`src/source/fano_defs.svh`:
```
`ifndef FANO_DEFS_SVH
`define FANO_DEFS_SVH

////////////////////////////////////////////////////
// Window and code
////////////////////////////////////////////////////
`define FANO_DEPTH   64            // Branches held in the search window
`define FANO_K       12            // Constraint length
`define FANO_GEN     12'hD1B       // Parity taps, bit 0 is the newest info bit
`define FANO_PTR_W   6             // Node index width

////////////////////////////////////////////////////
// Metrics
////////////////////////////////////////////////////
`define FANO_MET_W   16            // Path metric and threshold width
`define FANO_MET_MIN {1'b1, {(`FANO_MET_W-1){1'b0}}}
`define FANO_MET_MAX {1'b0, {(`FANO_MET_W-1){1'b1}}}
`define FANO_BM_HIT  1             // Both bits agree
`define FANO_BM_ONE  -4            // One bit differs
`define FANO_BM_TWO  -9            // Both bits differ

// Spacing between input strobes, in clocks
`define FANO_MIN_GAP 48

`endif

```
`src/source/fano_pkg.sv`:
```
`include "fano_defs.svh"

package fano_pkg;

    ////////////////////////////////////////////////////
    // Vector types
    ////////////////////////////////////////////////////
    typedef logic [1:0]                    sym_t;       // [1] info, [0] parity
    typedef logic [`FANO_PTR_W-1:0]        node_ptr_t;  // 0 is the newest node
    typedef logic signed [`FANO_MET_W-1:0] metric_t;    // Path metric or threshold
    typedef logic signed [4:0]             bm_t;        // Single branch metric
    typedef logic [`FANO_DEPTH-1:0]        window_t;    // One bit per window node
    typedef logic [`FANO_K-2:0]            hist_t;      // Encoder memory behind a node

    ////////////////////////////////////////////////////
    // Search controller
    ////////////////////////////////////////////////////
    typedef enum logic [2:0] {
        INIT,       // One cycle after reset
        IDLE,       // Waiting for undecoded branches
        SCORE,      // Branch metric in flight
        FORWARD,    // Moved deeper, tightening threshold
        BACKWARD    // Moved back, choosing worse branch or retreat
    } search_state_e;

endpackage

```
`src/source/branch_metric.sv`:
```
`timescale 1ns/100ps
`include "fano_defs.svh"

module branch_metric (
    input  logic            clk,
    input  logic            nlocal_rst,
    input  logic            i_score,
    input  fano_pkg::hist_t i_hist,
    input  fano_pkg::sym_t  i_node_sym,
    input  logic            i_take_worse,
    output logic            o_vld,
    output fano_pkg::bm_t   o_bm,
    output logic            o_dec_bit
);
    import fano_pkg::*;

    sym_t exp_0, exp_1;         // Re-encoded branch per hypothesis
    bm_t  bm_0, bm_1;
    logic best_bit;
    logic pick_bit;

    // Hamming distance to metric
    function automatic bm_t dist_to_bm(input sym_t diff);
        case (diff)
            2'b00:   dist_to_bm = bm_t'(`FANO_BM_HIT);
            2'b11:   dist_to_bm = bm_t'(`FANO_BM_TWO);
            default: dist_to_bm = bm_t'(`FANO_BM_ONE);
        endcase
    endfunction

    ////////////////////////////////////////////////////
    // Re-encode both hypotheses
    ////////////////////////////////////////////////////
    assign exp_0 = {1'b0, ^({i_hist, 1'b0} & `FANO_GEN)};
    assign exp_1 = {1'b1, ^({i_hist, 1'b1} & `FANO_GEN)};

    assign bm_0 = dist_to_bm(exp_0 ^ i_node_sym);
    assign bm_1 = dist_to_bm(exp_1 ^ i_node_sym);

    assign best_bit = (bm_1 > bm_0);          // Tie goes to 0
    assign pick_bit = best_bit ^ i_take_worse;

    always_ff @(posedge clk) begin
        if (!nlocal_rst)
            o_vld <= 1'b0;
        else
            o_vld <= i_score;                 // Fixed one cycle latency
    end

    always_ff @(posedge clk) begin
        if (i_score) begin
            o_bm      <= pick_bit ? bm_1 : bm_0;
            o_dec_bit <= pick_bit;
        end
    end

endmodule

```
`src/source/branch_store.sv`:
```
`timescale 1ns/100ps
`include "fano_defs.svh"

module branch_store (
    input  logic              clk,
    input  logic              nlocal_rst,
    input  logic              i_sym_vld,
    input  fano_pkg::sym_t    i_sym,
    input  fano_pkg::node_ptr_t i_node,
    output logic              o_shift,
    output logic              o_full,
    output fano_pkg::sym_t    o_node_sym
);
    import fano_pkg::*;

    window_t             sh_d;      // Received info bits
    window_t             sh_p;      // Received parity bits
    logic [`FANO_PTR_W:0] fill_cnt; // Saturates at window depth
    node_ptr_t           rd_idx;

    assign o_shift = i_sym_vld;     // Same edge for every block

    always_ff @(posedge clk) begin
        if (!nlocal_rst) begin
            sh_d     <= '0;
            sh_p     <= '0;
            fill_cnt <= '0;
        end else if (i_sym_vld) begin
            sh_d <= {sh_d[`FANO_DEPTH-2:0], i_sym[1]};
            sh_p <= {sh_p[`FANO_DEPTH-2:0], i_sym[0]};
            if (!o_full)
                fill_cnt <= fill_cnt + 1'b1;
        end
    end

    assign o_full = (fill_cnt == `FANO_DEPTH);

    // Node n scores the branch one step newer than itself
    assign rd_idx = (i_node == '0) ? '0 : node_ptr_t'(i_node - 1'b1);

    assign o_node_sym = {sh_d[rd_idx], sh_p[rd_idx]};

endmodule

```
`src/source/fano_control.sv`:
```
`timescale 1ns/100ps
`include "fano_defs.svh"

module fano_control (
    input  logic                clk,
    input  logic                nlocal_rst,
    input  logic                i_shift,
    input  fano_pkg::metric_t   i_delta_t,
    input  logic                i_bm_vld,
    input  fano_pkg::bm_t       i_bm,
    input  logic                i_dec_bit,
    input  logic                i_worse,
    input  fano_pkg::metric_t   i_prev_metric,
    output fano_pkg::node_ptr_t o_node,
    output logic                o_score,
    output logic                o_take_worse,
    output logic                o_fwd,
    output logic                o_dec_bit,
    output fano_pkg::metric_t   o_node_metric,
    output logic                o_set_worse
);
    import fano_pkg::*;

    search_state_e state, state_nxt;
    node_ptr_t     node;
    metric_t       thr;             // Running threshold
    metric_t       cur_met;         // Metric of the node at the pointer
    metric_t       sum;
    metric_t       thr_hi;          // Threshold plus one step
    metric_t       thr_lo;          // Threshold minus one step
    logic          worse_r;         // Current score uses the worse branch
    logic          back;
    logic          thr_up, thr_dn;
    logic signed [`FANO_PTR_W+1:0] node_calc;

    // Signed add clamped to the metric range
    function automatic metric_t sat_add(input metric_t a, input metric_t b);
        logic signed [`FANO_MET_W:0] full;
        full = a + b;
        if (full > $signed({1'b0, metric_t'(`FANO_MET_MAX)}))
            sat_add = `FANO_MET_MAX;
        else if (full < $signed({1'b1, metric_t'(`FANO_MET_MIN)}))
            sat_add = `FANO_MET_MIN;
        else
            sat_add = metric_t'(full);
    endfunction

    assign sum    = sat_add(cur_met, metric_t'(i_bm));
    assign thr_hi = sat_add(thr, i_delta_t);
    assign thr_lo = sat_add(thr, -i_delta_t);

    ////////////////////////////////////////////////////
    // Search FSM
    ////////////////////////////////////////////////////
    always_comb begin
        state_nxt    = state;
        o_score      = 1'b0;
        o_take_worse = worse_r;
        o_fwd        = 1'b0;
        o_set_worse  = 1'b0;
        back         = 1'b0;
        thr_up       = 1'b0;
        thr_dn       = 1'b0;
        case (state)
            INIT: state_nxt = IDLE;
            IDLE: begin
                if (node != '0) begin           // Undecoded branches pending
                    o_score      = 1'b1;
                    o_take_worse = 1'b0;
                    state_nxt    = SCORE;
                end
            end
            SCORE: begin
                if (i_bm_vld) begin
                    if (sum >= thr) begin
                        o_fwd       = 1'b1;
                        o_set_worse = worse_r;  // Remember worse branch taken
                        state_nxt   = FORWARD;
                    end else if (i_prev_metric >= thr) begin
                        back      = 1'b1;
                        state_nxt = BACKWARD;
                    end else begin
                        thr_dn    = 1'b1;
                        state_nxt = IDLE;
                    end
                end
            end
            FORWARD: begin
                // Tighten only on first visit of this node
                if (i_prev_metric < thr_hi && cur_met >= thr_hi)
                    thr_up = 1'b1;
                else
                    state_nxt = IDLE;
            end
            BACKWARD: begin
                if (!i_worse) begin             // Try the other branch here
                    o_score      = 1'b1;
                    o_take_worse = 1'b1;
                    state_nxt    = SCORE;
                end else if (i_prev_metric >= thr) begin
                    back = 1'b1;                // Retreat one more node
                end else begin
                    thr_dn    = 1'b1;
                    state_nxt = IDLE;
                end
            end
            default: state_nxt = INIT;
        endcase
    end

    // Shift and move may land on the same edge
    assign node_calc = $signed({2'b00, node}) + i_shift + back - o_fwd;

    always_ff @(posedge clk) begin
        if (!nlocal_rst) begin
            state   <= INIT;
            node    <= '0;
            thr     <= '0;
            cur_met <= '0;
            worse_r <= 1'b0;
        end else begin
            state <= state_nxt;
            if (node_calc > `FANO_DEPTH-1)
                node <= node_ptr_t'(`FANO_DEPTH-1);   // Saturate at oldest
            else if (node_calc < 0)
                node <= '0;
            else
                node <= node_ptr_t'(node_calc);
            if (o_score)
                worse_r <= o_take_worse;
            if (o_fwd)
                cur_met <= sum;
            else if (back)
                cur_met <= i_prev_metric;
            if (thr_up)
                thr <= thr_hi;
            else if (thr_dn)
                thr <= thr_lo;
        end
    end

    assign o_node        = node;
    assign o_dec_bit     = i_dec_bit;       // Bit of the chosen hypothesis
    assign o_node_metric = sum;

endmodule

```
`src/source/fano_decoder.sv`:
```
`timescale 1ns/100ps

module fano_decoder (
    input  logic              clk,
    input  logic              nlocal_rst,
    input  logic              i_sym_vld,
    input  fano_pkg::sym_t    i_sym,
    input  fano_pkg::metric_t i_delta_t,
    output logic              o_bit_vld,
    output logic              o_bit
);
    import fano_pkg::*;

    ////////////////////////////////////////////////////
    // Internal links
    ////////////////////////////////////////////////////
    logic      shift, full;
    sym_t      node_sym;
    node_ptr_t node;
    hist_t     hist;
    logic      score, take_worse;
    logic      bm_vld, bm_bit;
    bm_t       bm;
    logic      fwd, dec_bit, set_worse, worse;
    metric_t   node_metric, prev_metric;

    branch_store branch_store_inst (
        .clk        (clk),
        .nlocal_rst (nlocal_rst),
        .i_sym_vld  (i_sym_vld),
        .i_sym      (i_sym),
        .i_node     (node),
        .o_shift    (shift),
        .o_full     (full),
        .o_node_sym (node_sym)
    );

    path_memory path_memory_inst (
        .clk           (clk),
        .nlocal_rst    (nlocal_rst),
        .i_shift       (shift),
        .i_full        (full),
        .i_node        (node),
        .i_fwd         (fwd),
        .i_dec_bit     (dec_bit),
        .i_node_metric (node_metric),
        .i_set_worse   (set_worse),
        .o_hist        (hist),
        .o_worse       (worse),
        .o_prev_metric (prev_metric),
        .o_bit_vld     (o_bit_vld),
        .o_bit         (o_bit)
    );

    branch_metric branch_metric_inst (
        .clk          (clk),
        .nlocal_rst   (nlocal_rst),
        .i_score      (score),
        .i_hist       (hist),
        .i_node_sym   (node_sym),
        .i_take_worse (take_worse),
        .o_vld        (bm_vld),
        .o_bm         (bm),
        .o_dec_bit    (bm_bit)
    );

    fano_control fano_control_inst (
        .clk           (clk),
        .nlocal_rst    (nlocal_rst),
        .i_shift       (shift),
        .i_delta_t     (i_delta_t),
        .i_bm_vld      (bm_vld),
        .i_bm          (bm),
        .i_dec_bit     (bm_bit),
        .i_worse       (worse),
        .i_prev_metric (prev_metric),
        .o_node        (node),
        .o_score       (score),
        .o_take_worse  (take_worse),
        .o_fwd         (fwd),
        .o_dec_bit     (dec_bit),
        .o_node_metric (node_metric),
        .o_set_worse   (set_worse)
    );

endmodule

```
`src/source/path_memory.sv`:
```
`timescale 1ns/100ps
`include "fano_defs.svh"

module path_memory (
    input  logic                clk,
    input  logic                nlocal_rst,
    input  logic                i_shift,
    input  logic                i_full,
    input  fano_pkg::node_ptr_t i_node,
    input  logic                i_fwd,
    input  logic                i_dec_bit,
    input  fano_pkg::metric_t   i_node_metric,
    input  logic                i_set_worse,
    output fano_pkg::hist_t     o_hist,
    output logic                o_worse,
    output fano_pkg::metric_t   o_prev_metric,
    output logic                o_bit_vld,
    output logic                o_bit
);
    import fano_pkg::*;

    window_t   dec_bits;                    // Tentative decisions, index 0 newest
    window_t   worse;                       // Branch was taken as the worse one
    metric_t   node_met [`FANO_DEPTH];      // Metric after each decoded branch
    node_ptr_t wr_idx;
    logic [`FANO_DEPTH+`FANO_K-2:0] hist_ext; // Zero history beyond the window

    ////////////////////////////////////////////////////
    // Write position
    ////////////////////////////////////////////////////
    // A concurrent shift moves the target one step older
    assign wr_idx = i_shift ? i_node : node_ptr_t'(i_node - 1'b1);

    always_ff @(posedge clk) begin
        if (!nlocal_rst) begin
            dec_bits  <= '0;
            worse     <= '0;
            o_bit_vld <= 1'b0;
            node_met[0] <= '0;                  // Origin of the tree
            for (int i = 1; i < `FANO_DEPTH; i++)
                node_met[i] <= `FANO_MET_MIN;   // Nothing to go back to
        end else begin
            o_bit_vld <= i_shift & i_full;
            if (i_shift) begin
                dec_bits <= {dec_bits[`FANO_DEPTH-2:0], 1'b0};
                worse    <= {worse[`FANO_DEPTH-2:0], 1'b0};
                for (int i = `FANO_DEPTH-1; i > 0; i--)
                    node_met[i] <= node_met[i-1];
                node_met[0] <= `FANO_MET_MIN;
            end
            if (i_fwd) begin                    // Overrides the shifted value
                dec_bits[wr_idx] <= i_dec_bit;
                worse[wr_idx]    <= i_set_worse;  // Clear unless worse branch
                node_met[wr_idx] <= i_node_metric;
            end
        end
    end

    // Oldest decision leaves the window
    always_ff @(posedge clk) begin
        if (i_shift)
            o_bit <= dec_bits[`FANO_DEPTH-1];
    end

    ////////////////////////////////////////////////////
    // Reads for the current node
    ////////////////////////////////////////////////////
    assign hist_ext = {{(`FANO_K-1){1'b0}}, dec_bits};
    assign o_hist   = hist_t'(hist_ext >> i_node);  // Bits older than the branch

    // Flag of the branch just backed over
    assign o_worse = (i_node == '0) ? 1'b0 : worse[node_ptr_t'(i_node - 1'b1)];

    always_comb begin
        if (i_node == node_ptr_t'(`FANO_DEPTH-1))
            o_prev_metric = `FANO_MET_MIN;  // No predecessor left in window
        else
            o_prev_metric = node_met[node_ptr_t'(i_node + 1'b1)];
    end

endmodule

```
`config.mk`:
```
export PLATFORM = sky130hd
export DESIGN_NAME = fano_decoder
export DESIGN_NICKNAME = d
export VERILOG_FILES = /design/src/source/fano_pkg.sv /design/src/source/branch_metric.sv /design/src/source/branch_store.sv /design/src/source/fano_control.sv /design/src/source/fano_decoder.sv /design/src/source/path_memory.sv
export VERILOG_INCLUDE_DIRS = /design/src /design/src/source
export SDC_FILE = /design/constraint.sdc
export NUM_CORES = 2
export LEC_CHECK = 0
export BUFFER_PORTS_ARGS = -buffer_cell sky130_fd_sc_hd__buf_2
export CAP_MARGIN = 0
export CORE_MARGIN = 2
export CORE_UTILIZATION = 25
export DETAILED_ROUTE_END_ITERATION = 6
export HOLD_SLACK_MARGIN = 0.15
export PLACE_DENSITY = 0.38
export SYNTH_ARGS = -nofsm -noshare
export SYNTH_HDL_FRONTEND = slang
export SYNTH_SLANG_ARGS = --single-unit
```
`constraint.sdc`:
```
create_clock -name clk -period 10 [get_ports clk]
set_input_delay 0.5 -clock clk [delete_from_list [all_inputs] [get_ports clk]]
set_output_delay 0.5 -clock clk [all_outputs]
set_load 0.05 [all_outputs]
```
==> run metrics <==
Crit path depth=29; CP max stage delay=0.72 ns; DRT Wirelength=272,000 µm; Via density=5.26; most common cell after layout, fill and taps aside=edfxtp_1; Clock Sinks=1,337; H-tree level count=4; Crit Path Category=reg2reg; asr flop ratio synth=0%; first-pass GRT wire length=398,000 µm; Critical path origin=fano_control_inst.o_node[0]$_SDFF_PN0_; core footprint=294,000 µm²; die area=300,000 µm²; R2R Path End=fano_control_inst.o_node[0]$_SDFF_PN0_; Root Buffer=clkbuf_16; Area growth, synth to finish=11.8%; Starting Density=25.1%; Adder-Cell Fraction of Synth Area=2.36%; library cells used by synthesis=96; status=finished clean; post-synthesis sequential area ratio=50.1%; delay-heaviest family, CP=compound AO/OA/AOI/OAI gates; most frequent CP cell=buf_4; Worst Hold Margin=0.240 ns; TritonCTS Buffers=167; Slowest cell on crit path=a211oi_1; crit path DAT=8.60 ns; clk buf depth=4; synth top area cells=edfxtp_1, mux4_2, dfxtp_1; WP data required=10.74 ns; Pleak=28.2 nW; Worst Path Max Fanout=30; top-area cell type share of the netlist area=41.8%; Critical path buffers and inverters=6; fin crit period=7.86 ns; routed len/inst=25.9 µm; clock slew at reported path FFs=0.06 ns; Final Net Count=6,624; number of global-route vias before repair=54,400; unrepaired setup endpoints after global routing=false; via count=55,300; Achievable Freq=127 MHz; worst rel slew slack=9.17%; period utilization=78.6%; initial DRC count=4,972; initial antenna violation count=6; global route total overflow=0; Mapped Cells=6,767; maximum vdd drop=379 µV; most frequent cells in the layout=edfxtp_1, o21ai_0, nand3_1; Hold Path Class=in2reg; FF+latch count, synth=1,337; CP endpoint=fano_control_inst.o_node[0]$_SDFF_PN0_; die height=548 µm; Pre-Repair DR Iteration Count=6; Post-synth EDFFs=1,030; final setup violation count=0; io pins=23; CTS-repair resized insts=0; Synth Area in Simple Gates=13.7%; Worst setup EP type=flip-flop; Worst-Skew Late Latency=0.85 ns; Setup TNS=0 ns; Layout Skew=0.0519 ns; Max-Cap Viols=0; largest net degree at the start of global routing=199; drc violations=0; worst-margin pin slew=1.36 ns; PortBufs=22; CTS tree=done; Final GP Congestion=0.873; Syn Area/Cell=10.9 µm²; post-route ant nets=0; syn_nets=6,925; reg2reg start=fano_control_inst.o_node[0]$_SDFF_PN0_; Post-Syn Area=74,000 µm²; pins over their slew limit=0; total count of hold-check failures in the final report=0; Die X-Extent=548 µm; top_reg_cell synth=edfxtp_1; post-synthesis mux area share=15.8%; CP startpoint kind=flip-flop; row count=199; main combinational cell family by area after synthesis=multiplexers; PwrDens=240 nW/µm²; post-synthesis compound-gate area fraction=12.6%; Worst R2R Setup Slack=2.14 ns; Detail Placement HPWL=177,000 µm; worst r2r path cells=29; share of layout cells above drive strength 1=13.4%; GRT Overall Usage=17.7%; Yosys Warn Count=0; xor/xnor share of the synthesized area=1.11%; Yosys top cell by area=edfxtp_1
state kept, by name, summed over array words and instances, names as in the netlist, 3 cells and up:
register	flops
path_memory_inst.node_met	1024
branch_store_inst.sh_d	64
branch_store_inst.sh_p	64
path_memory_inst.dec_bits	64
path_memory_inst.worse	64
fano_control_inst.cur_met	16
fano_control_inst.thr	16
branch_store_inst.fill_cnt	7
fano_control_inst.o_node	6
branch_metric_inst.o_bm	4
fano_control_inst.state	3
worst min-delay path by stage:
stage                                                           from                                    endpoint  slack (ns)  cells after the start
final                                                      i_sym_vld       path_memory_inst.worse[51]$_SDFF_PN0_        0.24                      3
after global routing                                       i_sym_vld       path_memory_inst.worse[50]$_SDFF_PN0_        0.21                      3
after CTS                                                  i_sym_vld       path_memory_inst.worse[50]$_SDFF_PN0_        0.17                      3
after detailed placement  branch_store_inst.fill_cnt[6]$_SDFFE_PN0P_  branch_store_inst.fill_cnt[6]$_SDFFE_PN0P_        0.48                      2
after global placement       branch_store_inst.sh_d[63]$_SDFFE_PN0P_     branch_store_inst.sh_d[63]$_SDFFE_PN0P_        0.48                      2
after floorplan             path_memory_inst.dec_bits[63]$_SDFF_PN0_            path_memory_inst.o_bit$_DFFE_PP_        0.45                      0
tightest hold or removal path: cells and delay by family:
kind | cells | cell delay (ns)
multiplexers | 1 | 0.21
buffers and inverters | 1 | 0.20
AO/OA/AOI/OAI | 1 | 0.08
metrics by stage:
| step | area, µm² | instances | utilization (%) | worst slack [ns] | total power, mW |
|---|---|---|---|---|---|
| finish | 82700 | 10500 | 28.1 | 2.14 | 19.8 |
| global route | 82700 | 10500 | 28.1 | 1.66 | 20.7 |
| floorplan | 74000 | 6767 | - | 2.48 | 11.4 |
| detailed placement | 77800 | 10200 | 26.4 | 2.22 | 14.3 |
| global placement | 77800 | 10200 | 26.4 | 2.05 | 14.3 |
| CTS | 82700 | 10500 | 28.1 | 2.22 | 20.1 |
routing by layer:
| layer | up-vias | part of all wire [%] | global-route usage, % |
|---|---|---|---|
| met1 | 28300 | 47 | 25.1 |
| met2 | 1524 | 46 | 28.2 |
| li1 | 25100 | - | - |
| met3 | 297 | 4.6 | 2.14 |
| met4 | 0 | 2.6 | 4.61 |
| met5 | - | 0 | 0 |
where the power goes:
group,internal (mW),switching [mW]
clock network,3.21,2.50
logic,2.60,4.95
registers,6.35,0.211
logic make-up after synthesis:
family | count (synthesis)
adders and majority gates | 137
muxes | 712
and+or+nand+nor | 2136
xor gates and xnor gates | 82
DFF | 1337
AOI/OAI and AO/OA | 1621
buffers and inverters | 742
repair_timing:
item	4_1_cts	5_1_grt
buffers inserted	0	0
hold buffers	3	0
endpoints found under the hold margin	4	0
cell type report:
cell class,count,area (µm²)
fill,30400,211000
sequential,1337,37100
multi-input combinational,4688,33900
tap,3919,4900
clock buffer,242,4600
timing repair buffer,203,1660
clock inverter,49,305
inverter,69,267
antenna,4,10.0
cell usage after synthesis, drive strengths merged, types with 39 or more instances:
| cell type | number |
|---|---|
| dfxtp | 307 |
| nor2b | 42 |
| xnor2 | 50 |
| a211oi | 195 |
| ha | 133 |
| mux2i | 330 |
| nand3 | 979 |
| nor2 | 514 |
| inv | 67 |
| edfxtp | 1030 |
| o21ai | 1093 |
| clkbuf | 537 |
| a21oi | 116 |
| nor3b | 67 |
| buf | 136 |
| mux4 | 364 |
| and2 | 39 |
| nand2 | 364 |
Note: power is estimated with default switching activity, not from simulation.
